**config.mk**
```make
export PLATFORM = sky130hd
export DESIGN_NAME = frame_meta_capture
export DESIGN_NICKNAME = d
export VERILOG_FILES = /design/src/rtl/frame_buf_pkg.sv /design/src/rtl/frame_meta_capture.sv
export SDC_FILE = /design/constraint.sdc
export NUM_CORES = 1
export LEC_CHECK = 0
export BUFFER_PORTS_ARGS = -buffer_cell sky130_fd_sc_hd__buf_2
export CORE_UTILIZATION = 45
export DETAILED_ROUTE_END_ITERATION = 12
export PLACE_DENSITY = 0.73
export SYNTH_ARGS = -nofsm -noshare
export SYNTH_HDL_FRONTEND = slang
export SYNTH_SLANG_ARGS = --single-unit
```
**constraint.sdc**
```tcl
create_clock -name i_clk -period 3.8 [get_ports i_clk]
set_input_delay 0.38 -clock i_clk [delete_from_list [all_inputs] [get_ports i_clk]]
set_output_delay 0.38 -clock i_clk [all_outputs]
set_load 0.01 [all_outputs]
```
**src/rtl/frame_buf_pkg.sv**
```systemverilog
package frame_buf_pkg;

    ////////////////////////////////////////////////////////////////////////////
    // widths and sizes
    ////////////////////////////////////////////////////////////////////////////

    // one frame byte per beat
    localparam int DATA_W     = 8;
    // frame ring storage
    localparam int RAM_DEPTH  = 2048;
    localparam int ADDR_W     = 11;
    // frame length up to a full ring
    localparam int LEN_W      = 12;

    // descriptor queue
    localparam int DESC_DEPTH = 16;
    localparam int DESC_AW    = 4;

    // output credit counter
    localparam int CREDIT_MAX = 15;
    localparam int CREDIT_W   = 4;

    ////////////////////////////////////////////////////////////////////////////
    // vector types
    ////////////////////////////////////////////////////////////////////////////

    typedef logic [DATA_W-1:0] byte_t;
    typedef logic [ADDR_W-1:0] addr_t;
    typedef logic [LEN_W-1:0]  len_t;
    typedef logic [47:0]       mac_t;
    typedef logic [1:0]        frag_idx_t;
    // bit 0 crc valid, bit 1 mcrc valid
    typedef logic [1:0]        crc_flags_t;

    // only frames to this station are kept
    localparam mac_t STATION_MAC = 48'h00_00_00_ff_ff_ff;

    // smd start codes
    localparam byte_t SMD_S0 = 8'he6;
    localparam byte_t SMD_S1 = 8'h4c;
    localparam byte_t SMD_S2 = 8'h7f;
    localparam byte_t SMD_S3 = 8'hb3;

    // fragment count codes
    localparam byte_t FRAG_C0 = 8'he6;
    localparam byte_t FRAG_C1 = 8'h4c;
    localparam byte_t FRAG_C2 = 8'h7f;
    localparam byte_t FRAG_C3 = 8'hb3;

    ////////////////////////////////////////////////////////////////////////////
    // bundles
    ////////////////////////////////////////////////////////////////////////////

    // per-frame info, 12 bits
    typedef struct packed {
        byte_t      smd_type;
        frag_idx_t  frag_idx;
        crc_flags_t crc_flags;
    } frame_info_t;

    // queued frame, 34 bits
    typedef struct packed {
        frame_info_t info;
        addr_t       first_addr;
        addr_t       last_addr;
    } frame_desc_t;

    // output beat, 9 bits
    typedef struct packed {
        byte_t data;
        logic  last;
    } out_beat_t;

    // read side fsm
    typedef enum logic [1:0] {
        RD_IDLE,
        RD_LOAD,
        RD_STREAM,
        RD_DONE
    } rd_state_t;

endpackage

```
**src/rtl/frame_meta_capture.sv**
```systemverilog
`timescale 1ns/10ps

module frame_meta_capture (
    input  logic                       i_clk,
    input  logic                       i_rst,
    input  frame_buf_pkg::mac_t        i_target_mac,
    input  logic                       i_target_mac_valid,
    input  frame_buf_pkg::byte_t       i_smd_type,
    input  logic                       i_smd_type_vld,
    input  frame_buf_pkg::byte_t       i_frag_cnt,
    input  logic                       i_frag_cnt_vld,
    input  logic                       i_post_last,
    input  frame_buf_pkg::crc_flags_t  i_crc_vld,
    output frame_buf_pkg::frame_info_t o_info,
    output logic                       o_mac_match
);

    frame_buf_pkg::mac_t       r_target_mac;
    frame_buf_pkg::byte_t      r_smd_type;
    frame_buf_pkg::frag_idx_t  r_frag_idx;
    frame_buf_pkg::crc_flags_t r_crc_flags;
    logic                      smd_start;

    // start code restarts the fragment sequence
    assign smd_start = i_smd_type_vld && (i_smd_type inside {
        frame_buf_pkg::SMD_S0, frame_buf_pkg::SMD_S1,
        frame_buf_pkg::SMD_S2, frame_buf_pkg::SMD_S3});

    // header fields, held until the next pulse
    always_ff @(posedge i_clk or posedge i_rst) begin
        if (i_rst) begin
            r_target_mac <= '0;
            r_smd_type   <= '0;
            r_crc_flags  <= '0;
        end else begin
            if (i_target_mac_valid) begin
                r_target_mac <= i_target_mac;
            end
            if (i_smd_type_vld) begin
                r_smd_type <= i_smd_type;
            end
            // crc result shows up with the last byte
            if (i_post_last) begin
                r_crc_flags <= i_crc_vld;
            end
        end
    end

    // fragment code to 2-bit index
    always_ff @(posedge i_clk or posedge i_rst) begin
        if (i_rst) begin
            r_frag_idx <= '0;
        end else if (smd_start) begin
            r_frag_idx <= '0;
        end else if (i_frag_cnt_vld) begin
            case (i_frag_cnt)
                frame_buf_pkg::FRAG_C0: r_frag_idx <= 2'd0;
                frame_buf_pkg::FRAG_C1: r_frag_idx <= 2'd1;
                frame_buf_pkg::FRAG_C2: r_frag_idx <= 2'd2;
                frame_buf_pkg::FRAG_C3: r_frag_idx <= 2'd3;
                // unknown code keeps the old index
                default:                r_frag_idx <= r_frag_idx;
            endcase
        end
    end

    assign o_info.smd_type  = r_smd_type;
    assign o_info.frag_idx  = r_frag_idx;
    // pass flags straight through on the last byte so the descriptor sees them
    assign o_info.crc_flags = i_post_last ? i_crc_vld : r_crc_flags;

    assign o_mac_match = (r_target_mac == frame_buf_pkg::STATION_MAC);

endmodule

```
==> results by group, run 1 <==
Run status
  • Outcome: complete, no violations

GRT
  • GR met3 Demand/Resource: 5.629%
  • Initial antenna violation count: 0
  • Total GRT Usage: 17.94%
  • Vias in the first global route: 1778
  • First-pass GRT wire length: 8.100 mm
  • Largest net degree at the start of global routing: 49
  • GRT busiest layer: met2
  • GR met2 Demand/Resource: 28.20%
  • Met1 GRT Util: 22.47%
  • Total gr overflow: 0

Clock network
  • Clock Sinks: 60
  • CTS H-tree lvls: 3
  • Clk_lat worst skew: 0.32 ns
  • Hold Buf Count CTS: 0
  • CTS Buffer Depth: 2
  • CTS tree: done
  • Num CTS Buffers: 9
  • Reg clk slew, reported paths: 0.07 ns
  • # Post-CTS Setup Buffers: 0
  • CTS Root Cell: clkbuf_8
  • Post-CTS sizing: 0

STA
  • Worst-Margin Slew: 1.049 ns
  • Final Setup Violations: 0
  • Fin Hold WS: 0.1181 ns
  • TNS Setup: 0 ns
  • Slew HR: 30.06%
  • Fin. Hold Viols: 0
  • Unrepaired setup endpoints after global routing: no
  • Max frequency: 511.6 MHz
  • Final Cycle Share: 51.44%
  • Minimum clock period: 1.955 ns
  • Final Slew Violations: 0
  • Clock Skews: 0 ns

Power and ir drop
  • Logic pwr share: 10.6%
  • Leakage: 1.467 nW
  • P_sw: 0.3347 mW
  • Pwr Density: 483.5 mW/mm2
  • Maximum vdd drop: 0.0003994 V
  • Clock power share: 42.2%
  • Sw frac: 21.55%
  • Internal: 1.219 mW
  • Seq pwr share: 47.2%

Synthesis
  • Syn Nets: 242
  • Synth unique cells: 29
  • Syn Inst Count: 170
  • Avg Cell Area, Syn: 14.65 um2
  • Post-synthesis instance area: 0.002490 mm2
  • Synth Register Bits: 60
  • Share of the yosys chip area belonging to registers: 60.30%
  • Synth warn: 0

Routing
  • Initial detailed-routing violation count: 78
  • Mean number of vias per cell: 5.122
  • Routed len/inst: 13.89 um
  • First-pass DRT Iterations: 4
  • DRC viols: 0
  • Vias: 1716
  • Total wire length: 4.652 mm
  • DRT antenna net count: 0

Run
  • Max-cap violations: 0

Floorplanning
  • Cell Rows: 26
  • Core area: 0.005205 mm2
  • # IOs: 85
  • Die Span Y: 76.39 um
  • Die Area: 0.005835 mm2
  • Die width: 76.39 um
  • Initial Util: 47.84%

Finish
  • Area grow syn2layout: 29.05%
  • Commonest non-fill, non-tap cell in the layout: buf_2
  • Antenna cells: 0
  • Nets: 332
  • Final design utilization: 61.73%
  • Design Area, Final: 0.003213 mm2
  • Layout cell share with drive strength beyond 1: 58.49%
  • Number of fill cells: 431
  • Most frequent cells in the layout: 84 x buf_2, 60 x dfrtp_1, 51 x mux2_2

Placement
  • Number of buffers added on ports: 84
  • Final Wtd Congestion: 0.7665
  • Half-perimeter wire length after placement: 3.406 mm
  • DP Area: 0.002978 mm2

Hold path
  • Hold Path Class: input pin to asynchronous set/reset pin

Worst setup path
  • Slowest CP cell: nor4_1
  • CP required: 3.42 ns
  • CP max stage delay: 0.38 ns
  • Setup CP Type: flip-flop to primary output
  • Worst Setup Start Kind: flip-flop
  • Data arrival time of the critical path: 1.57 ns
  • Crit Path Max Fanout: 2
  • Cell Chain, Critical Path: nand4_1 > nor4_1 > nand4_1 > nor2_1 > buf_2
  • CP dominant cell by count: nand4_1
  • CP Capture Type: primary output
==> sequential cells by signal (all words and copies together) (netlist names) <==
name,count
r_frag_idx,2
r_crc_flags,2
r_target_mac,48
r_smd_type,8
==> final timing paths <==
kind / slack [ns] / cells past startpoint / startpoint / to
min: 0.12 / 2 / i_rst / r_smd_type[1]$_DFFE_PP0P_
min in group i_clk: 0.27 / 2 / i_target_mac[13] / r_target_mac[13]$_DFFE_PP0P_
min reg2reg: 0.49 / 1 / r_crc_flags[1]$_DFF_PP0_ / r_crc_flags[1]$_DFF_PP0_
max: 1.85 / 5 / r_target_mac[21]$_DFFE_PP0P_ / o_mac_match
max reg2reg: 2.94 / 3 / r_frag_idx[0]$_DFFE_PP0P_ / r_frag_idx[0]$_DFFE_PP0P_
max in group asynchronous: 2.85 / 3 / i_rst / r_target_mac[4]$_DFFE_PP0P_
==> final cells by class <==
type / count / area, um2 / share of cell area (%)
flip-flops and latches: 60 / 1501 / 46.73
multi-input cells: 101 / 949.7 / 29.56
repair buffers: 85 / 427.9 / 13.32
clock buffers: 12 / 165.2 / 5.140
well taps: 70 / 87.58 / 2.726
clock inverters: 4 / 70.07 / 2.181
inverters: 3 / 11.26 / 0.3505
==> metrics by stage <==
stage / std cells / total power, mW / setup WS [ns]
finish: 335 / 1.553 / 1.845
global route: 335 / 1.625 / 1.637
CTS: 335 / 1.576 / 1.815
detailed placement: 319 / 0.9130 / 2.068
global placement: 319 / 0.9066 / 2.059
floorplan: 170 / 0.8379 / 1.935
==> layer usage <==
layer | vias to the layer above | share of wire [%]
met2 | 52 | 47
li1 | 820 | -
met4 | 0 | 1.5
met1 | 838 | 46
met5 | - | 0
met3 | 6 | 5.4
==> power by group through the flow <==
stage	combinational [mW]	clock [mW]	sequential [mW]
floorplan	0.0959	0	0.742
global placement	0.163	0	0.743
detailed placement	0.168	0	0.745
CTS	0.168	0.674	0.734
global route	0.183	0.700	0.743
finish	0.165	0.655	0.733
==> cells by family after synthesis <==
group,synth area share [%]
buffers and inverters,1.558
AO/OA/AOI/OAI,3.267
flip-flops,60.30
multiplexers,25.78
AND/OR/NAND/NOR,9.096
==> worst max-delay path: cells and delay by family (launching register included) <==
kind                   cells  cell delay, ns
DFF                        1            0.36
buffers and inverters      1            0.14
and+or+nand+nor            4            0.76
==> Yosys cell counts <==
| master | n | area [um2] |
|---|---|---|
| nor4b_1 | 2 | 17.52 |
| mux2_1 | 6 | 67.56 |
| nand4_1 | 9 | 56.30 |
| nor2_1 | 2 | 7.510 |
| nand4b_1 | 2 | 17.52 |
| clkbuf_1 | 2 | 7.510 |
| a2bb2oi_1 | 1 | 8.760 |
| o41ai_1 | 1 | 8.760 |
| a31oi_1 | 1 | 6.260 |
| o21ai_0 | 2 | 10.01 |
| and3_1 | 1 | 6.260 |
| a211oi_2 | 1 | 12.51 |
| and4b_1 | 1 | 10.01 |
| or4bb_1 | 1 | 11.26 |
| o21ba_1 | 1 | 10.01 |
| a21oi_1 | 2 | 10.01 |
| mux2_2 | 51 | 574.3 |
| nand2b_1 | 1 | 6.260 |
| inv_1 | 3 | 11.26 |
| dfrtp_1 | 60 | 1501 |
| o2111ai_1 | 1 | 8.760 |
| nor2b_1 | 2 | 12.51 |
| nand2_1 | 2 | 7.510 |
| o22ai_1 | 1 | 6.260 |
| nor4_1 | 7 | 43.79 |
| or4b_1 | 1 | 10.01 |
| or4b_4 | 1 | 13.76 |
| and2_1 | 1 | 6.260 |
| buf_2 | 4 | 20.02 |
Note: power is estimated with default switching activity, not from simulation.
==> run 2: changes to the inputs <==
==> constraint.sdc (replaced) <==
create_clock -name i_clk -period 1.8 [get_ports i_clk]
set_input_delay 0.18 -clock i_clk [delete_from_list [all_inputs] [get_ports i_clk]]
set_output_delay 0.18 -clock i_clk [all_outputs]
set_load 0.01 [all_outputs]
==> run 2 against run 1 <==
Net effect: routed wire length increased by 0.43%; non-clock buffer count rose by 2; worst hold slack got worse by 0.049 ns; die area stayed put; global-route usage shrank 0.33 points; sequential power rose by 110%; clock-buffer cell count increased by 2; combinational power rose by 120%; clock skew is the same; register-to-register slack lost 2.0 ns.
==> results by group, run 2 (synthesis results as in run 1) <==
STA
  • Worst-Margin Slew: 0.5811 ns (-0.4679 ns)
  • Minimum clock period: 1.694 ns
  • Final Setup Violations: 0 (unchanged)
  • Clock Skews: 0 ns (unchanged)
  • TNS Setup: 0 ns (unchanged)
  • Fin. Hold Viols: 0 (unchanged)
  • Unrepaired setup endpoints after global routing: yes
  • Slew HR: 61.20% (+31 points)
  • Fin Hold WS: 0.06959 ns (-0.04851 ns)
  • Max frequency: 590.4 MHz
  • Final Cycle Share: 94.10%
  • Final Slew Violations: 0 (unchanged)

Clock network
  • Clk_lat worst skew: 0.32 ns (about the same)
  • # Post-CTS Setup Buffers: 0 (unchanged)
  • CTS Root Cell: clkbuf_8
  • Num CTS Buffers: 9 (unchanged)
  • CTS Buffer Depth: 2 (unchanged)
  • Clock Sinks: 60 (unchanged)
  • CTS tree: done
  • Reg clk slew, reported paths: 0.06 ns (about the same)
  • CTS H-tree lvls: 3 (unchanged)

Power and ir drop
  • Logic pwr share: 11.4% (+0.8 points)
  • P_sw: 0.6854 mW (+100%)
  • Sw frac: 21.93% (+0.38 points)
  • Leakage: 1.466 nW (about the same)
  • Total power: 3.125 mW (+100%)
  • Seq pwr share: 49.6% (+2.4 points)
  • Maximum vdd drop: 0.0005214 V (+31%)
  • Internal: 2.440 mW (+100%)
  • Pwr Density: 967.8 mW/mm2 (+100%)
  • Clock power share: 39.0% (-3.2 points)

GRT
  • GR met2 Demand/Resource: 26.85% (-1.4 points)
  • GRT busiest layer: met2
  • GR met3 Demand/Resource: 6.347% (+0.72 points)
  • Largest net degree at the start of global routing: 49 (unchanged)
  • Vias in the first global route: 1771 (-0.39%)
  • Total GRT Usage: 17.61% (-0.33 points)
  • Initial antenna violation count: 0 (unchanged)
  • Total gr overflow: 0 (unchanged)
  • First-pass GRT wire length: 7.886 mm (-2.6%)
  • Met1 GRT Util: 22.77% (+0.30 points)

Worst setup path
  • CP Capture Type: primary output
  • Data arrival time of the critical path: 1.51 ns (-0.06 ns)
  • CP required: 1.62 ns (-1.80 ns)
  • Cell Chain, Critical Path: nand4_1 > nor4_2 > nand4_1 > nor2_1 > buf_2
  • Top delay family on crit path: simple AND/OR/NAND/NOR gates
  • Crit Path Max Fanout: 2 (unchanged)
  • Number of buffers and inverters on the critical path: 1 (unchanged)
  • Setup CP Type: flip-flop to primary output
  • CP dominant cell by count: nand4_1
  • Worst Setup Start Kind: flip-flop
  • CP max stage delay: 0.34 ns (-0.04 ns)
  • Slowest CP cell: dfrtp_1

Finish
  • Largest Register: r_target_mac
  • Most frequent cells in the layout: 84 x buf_2, 60 x dfrtp_1, 51 x mux2_2
  • Final design utilization: 62.04% (+0.31 points)
  • Antenna cells: 0 (unchanged)
  • Nets: 334 (+0.60%)
  • Commonest non-fill, non-tap cell in the layout: buf_2
  • Max reg flops: 48 (unchanged)
  • Design Area, Final: 0.003229 mm2 (+0.51%)
  • Top flop regs: r_target_mac: 48 flops, r_smd_type: 8 flops
  • Area grow syn2layout: 29.70%
  • Layout cell share with drive strength beyond 1: 57.89% (-0.60 points)
  • Number of fill cells: 420 (-2.6%)

Floorplanning
  • Core area: 0.005205 mm2 (unchanged)
  • # IOs: 85 (unchanged)
  • Initial Util: 47.84% (unchanged)
  • Die Span Y: 76.39 um (unchanged)
  • Die Area: 0.005835 mm2 (unchanged)
  • Cell Rows: 26 (unchanged)
  • Die width: 76.39 um (unchanged)

Routing
  • DRC viols: 0 (unchanged)
  • Initial detailed-routing violation count: 42 (-46%)
  • First-pass DRT Iterations: 6 (+2)
  • Routed len/inst: 13.90 um (+0.13%)
  • Vias: 1720 (+0.23%)
  • DRT antenna net count: 0 (unchanged)
  • Mean number of vias per cell: 5.119 (about the same)
  • Total wire length: 4.672 mm (+0.43%)

Placement
  • DP Area: 0.003010 mm2 (+1.1%)
  • Final Wtd Congestion: 0.7731 (+0.86%)
  • Half-perimeter wire length after placement: 3.412 mm (+0.18%)
  • Number of buffers added on ports: 84 (unchanged)

Hold path
  • Hold Path Class: input pin to flip-flop

Run
  • Max-cap violations: 0 (unchanged)

Run status
  • Outcome: complete, no violations
[run 2: cell count changes in the layout (fill, tap and decap cells not counted), sizes merged]
| cell | before | now |
|---|---|---|
| bufinv | 2 | 1 |
| dlygate4sd3 | 0 | 1 |
| clkbuf | 12 | 14 |
| buf | 85 | 86 |
| clkinv | 2 | 0 |
[run 2: per-layer routing]
layer | share of wire (%) | vias to the layer above
met4 | 1.6 | 0
met3 | 4.5 | 10
met1 | 47 | 840
met2 | 47 | 48
met5 | 0 | -
li1 | - | 822
[run 2: what timing repair did]
| item | in CTS | in global routing |
|---|---|---|
| hold buffers | 1 | 0 |
| endpoints found under the setup margin | 0 | 1 |
| gates resized for setup | 0 | 1 |
| endpoints found under the hold margin | 26 | 0 |
[run 2: worst paths after layout]
check / slack [ns] / depth (start not counted) / startpoint / end
max reg2reg: 0.95 / 3 / r_frag_idx[0]$_DFFE_PP0P_ / r_frag_idx[0]$_DFFE_PP0P_
max in group asynchronous: 0.77 / 4 / i_rst / r_target_mac[40]$_DFFE_PP0P_
min reg2reg: 0.49 / 1 / r_target_mac[10]$_DFFE_PP0P_ / r_target_mac[10]$_DFFE_PP0P_
max: 0.11 / 5 / r_target_mac[19]$_DFFE_PP0P_ / o_mac_match
min: 0.07 / 2 / i_target_mac[10] / r_target_mac[10]$_DFFE_PP0P_
min in group asynchronous: 0.46 / 3 / i_rst / r_smd_type[6]$_DFFE_PP0P_
[run 2: worst reg2reg max path: cells and delay by family, from the launching register on]
kind	cells	cell delay (ns)
flops	1	0.39
compound gates	3	0.34
[run 2: area by class of cell]
| type | count | area, um2 | share of cell area [%] |
|---|---|---|---|
| flip-flops and latches | 60 | 1501 | 46.49 |
| well taps | 70 | 87.58 | 2.712 |
| multi-input cells | 101 | 955.9 | 29.60 |
| clock buffers | 14 | 172.7 | 5.347 |
| inverters | 3 | 11.26 | 0.3487 |
| clock inverters | 1 | 30.03 | 0.9299 |
| repair buffers | 87 | 470.5 | 14.57 |
[run 2: power groups by stage]
stage | registers [mW] | clock network, mW | logic, mW
global placement | 1.57 | 0 | 0.354
finish | 1.55 | 1.22 | 0.356
floorplan | 1.57 | 0 | 0.203
CTS | 1.55 | 1.25 | 0.362
global route | 1.57 | 1.33 | 0.393
detailed placement | 1.58 | 0 | 0.360
[run 2: through the flow]
step | instances | worst slack [ns]
6_report | 336 | 0.1062
5_1_grt | 336 | -0.06680
4_1_cts | 336 | 0.02686
3_5_place_dp | 320 | 0.3470
3_3_place_gp | 320 | 0.3774
2_1_floorplan | 170 | 0.1353
==> run 3: changes to the inputs <==
--- a/config.mk
+++ b/config.mk
@@ -6,9 +6,11 @@
 export NUM_CORES = 1
 export LEC_CHECK = 0
 export BUFFER_PORTS_ARGS = -buffer_cell sky130_fd_sc_hd__buf_2
-export CORE_UTILIZATION = 45
+export CELL_PAD_IN_SITES_DETAIL_PLACEMENT = 1
+export CELL_PAD_IN_SITES_GLOBAL_PLACEMENT = 2
+export CORE_UTILIZATION = 33
 export DETAILED_ROUTE_END_ITERATION = 12
-export PLACE_DENSITY = 0.73
+export PLACE_DENSITY_LB_ADDON = 0.1
 export SYNTH_ARGS = -nofsm -noshare
 export SYNTH_HDL_FRONTEND = slang
 export SYNTH_SLANG_ARGS = --single-unit
==> run 3 against run 2 <==
Net effect: critical path depth decreased by 1; utilization decreased by 16 points; worst hold slack got worse by 0.0033 ns; sequential power barely moved; critical path type unchanged; clock skew stayed put.
==> results by group, run 3 (synthesis results as in run 1) <==
Hold path
  • Hold Path Class: input pin to flip-flop
  • Hold Crit Depth: 2 (unchanged)
  • Hold EP: r_target_mac[4]$_DFFE_PP0P_
  • Worst Min Path Start: i_target_mac[4]

Routing
  • Routed len/inst: 14.41 um (+3.7%)
  • DRT antenna net count: 0 (unchanged)
  • Mean number of vias per cell: 4.771 (-6.8%)
  • Initial detailed-routing violation count: 33 (-21%)
  • Total wire length: 5.290 mm (+13%)
  • DRC viols: 0 (unchanged)
  • First-pass DRT Iterations: 2 (-4)
  • Vias: 1751 (+1.8%)

Finish
  • Area grow syn2layout: 33.87%
  • Layout cell share with drive strength beyond 1: 58.96% (+1.1 points)
  • Design Area, Final: 0.003333 mm2 (+3.2%)
  • Top flop regs: r_target_mac: 48 flops, r_smd_type: 8 flops
  • Commonest non-fill, non-tap cell in the layout: buf_2
  • Largest Register: r_target_mac
  • Max reg flops: 48 (unchanged)
  • Nets: 336 (+0.60%)
  • Antenna cells: 0 (unchanged)
  • Most frequent cells in the layout: 84 x buf_2, 60 x dfrtp_1, 51 x mux2_2
  • Number of fill cells: 818 (+95%)
  • Final design utilization: 45.71% (-16 points)
  • Final cell count without fillers: 367 (+9.2%)

STA
  • Minimum clock period: 1.706 ns (+0.01184 ns)
  • Final Cycle Share: 94.76% (+0.66 points)
  • Worst-Margin Slew: 0.4779 ns (-0.1032 ns)
  • TNS Setup: 0 ns (unchanged)
  • Final Slew Violations: 0 (unchanged)
  • Fin. Hold Viols: 0 (unchanged)
  • Clock Skews: 0 ns (unchanged)
  • Max frequency: 586.3 MHz (-0.69%)
  • Fin Hold WS: 0.06628 ns (-0.003312 ns)
  • Unrepaired setup endpoints after global routing: yes
  • Slew HR: 67.72% (+6.5 points)
  • Final Setup Violations: 0 (unchanged)

GRT
  • Vias in the first global route: 1760 (-0.62%)
  • GR met2 Demand/Resource: 21.96% (-4.9 points)
  • Initial antenna violation count: 0 (unchanged)
  • GRT busiest layer: met2
  • Total GRT Usage: 14.72% (-2.9 points)
  • First-pass GRT wire length: 8.487 mm (+7.6%)
  • Largest net degree at the start of global routing: 26 (-47%)
  • Met1 GRT Util: 18.80% (-4.0 points)
  • GR met3 Demand/Resource: 5.131% (-1.2 points)
  • Total gr overflow: 0 (unchanged)

Worst setup path
  • Crit Path Max Fanout: 2 (unchanged)
  • CP Capture Type: primary output
  • CP required: 1.62 ns (about the same)
  • RR Startpoint: r_frag_idx[0]$_DFFE_PP0P_
  • Worst Setup Start Kind: flip-flop
  • Reg2reg setup slack: 0.92 ns (-0.03 ns)
  • Setup CP Type: flip-flop to primary output
  • R2r worst-path depth: 3 (unchanged)
  • RR Endpoint: r_frag_idx[0]$_DFFE_PP0P_
  • Data arrival time of the critical path: 1.53 ns (+0.02 ns)

Placement
  • DP Area: 0.003087 mm2 (+2.5%)
  • Number of buffers added on ports: 84 (unchanged)
  • Half-perimeter wire length after placement: 4.058 mm (+19%)
  • Final Wtd Congestion: 0.7128 (-7.8%)
  • Placed insts: 351 (+9.7%)

Power and ir drop
  • Clock power share: 40.7% (+1.7 points)
  • Logic pwr share: 11.4% (about the same)
  • Pwr Density: 974.2 mW/mm2 (+0.66%)
  • Sw frac: 22.63% (+0.70 points)
  • Seq pwr share: 47.9% (-1.7 points)
  • Leakage: 1.493 nW (+1.9%)
  • P_sw: 0.7348 mW (+7.2%)
  • Internal: 2.512 mW (+3.0%)
  • Maximum vdd drop: 0.0004783 V (-8.3%)

Floorplanning
  • Initial Util: 34.15% (-14 points)
  • Die width: 88.86 um (+16%)
  • Die Area: 0.007896 mm2 (+35%)
  • Cell Rows: 31 (+19%)
  • # IOs: 85 (unchanged)
  • Core area: 0.007292 mm2 (+40%)
  • Die Span Y: 88.86 um (+16%)

Clock network
  • CTS tree: done
  • Num CTS Buffers: 9 (unchanged)
  • Reg clk slew, reported paths: 0.07 ns (about the same)
  • Clock Sinks: 60 (unchanged)
  • CTS H-tree lvls: 3 (unchanged)
  • CTS Buffer Depth: 2 (unchanged)
  • CTS Root Cell: clkbuf_8
  • Clk_lat worst skew: 0.33 ns (about the same)

Run status
  • Outcome: complete, no violations

Run
  • Max-cap violations: 0 (unchanged)
-- run 3: critical path: stages (launching register included) --
cell,delay [ns]
dfrtp_1,0.42
nor4_4,0.35
nand4_1,0.18
nor2_1,0.12
buf_2,0.13
-- run 3: power groups by stage --
stage | Sequential [mW] | Clock [mW] | Combinational (mW)
2_1_floorplan | 1.57 | 0 | 0.203
3_3_place_gp | 1.57 | 0 | 0.370
3_5_place_dp | 1.58 | 0 | 0.376
4_1_cts | 1.55 | 1.37 | 0.380
5_1_grt | 1.57 | 1.43 | 0.411
6_report | 1.55 | 1.32 | 0.371
-- run 3: how the worst max path moves through the flow --
stage                                 startpoint                        end  slack [ns]
floorplan                                  i_rst   r_crc_flags[0]$_DFF_PP0_        0.14
CTS                 r_target_mac[22]$_DFFE_PP0P_                o_mac_match        0.04
finish              r_target_mac[37]$_DFFE_PP0P_                o_mac_match        0.09
global placement                   i_smd_type[5]  r_frag_idx[1]$_DFFE_PP0P_        0.36
detailed placement                 i_smd_type[5]  r_frag_idx[1]$_DFFE_PP0P_        0.29
global route        r_target_mac[19]$_DFFE_PP0P_                o_mac_match       -0.06
-- run 3: cell type report --
type	count	area, um2	share of cell area (%)
Clock buffer	11	141.4	4.242
Clock inverter	4	73.82	2.215
Inverter	3	11.26	0.3378
Tap cell	99	123.9	3.716
Sequential cell	60	1501	45.05
Timing Repair Buffer	89	510.5	15.32
Multi-Input combinational cell	101	970.9	29.13
-- run 3: per-stage QoR --
step                setup WS (ns)  power (mW)
finish                    0.09440       3.247
detailed placement         0.2887       1.953
CTS                       0.04199       3.303
floorplan                  0.1353       1.769
global route             -0.05674       3.409
global placement           0.3569       1.943
-- run 3: timing repair --
| item | 4_1_cts | 5_1_grt |
|---|---|---|
| endpoints found under the hold margin | 16 | 0 |
| setup buffers | 0 | 0 |
| hold buffers | 1 | 0 |
| resized for setup | 1 | 2 |
| endpoints found under the setup margin | 1 | 1 |
| gates cloned | 0 | 0 |
-- run 3: per-layer routing --
metal / wire [um] / part of all wire (%) / vias up
li1: - / - / 826
met1: 2387 / 45 / 863
met2: 2436 / 46 / 53
met3: 376 / 7.1 / 9
met4: 90 / 1.7 / 0
met5: 0 / 0 / -
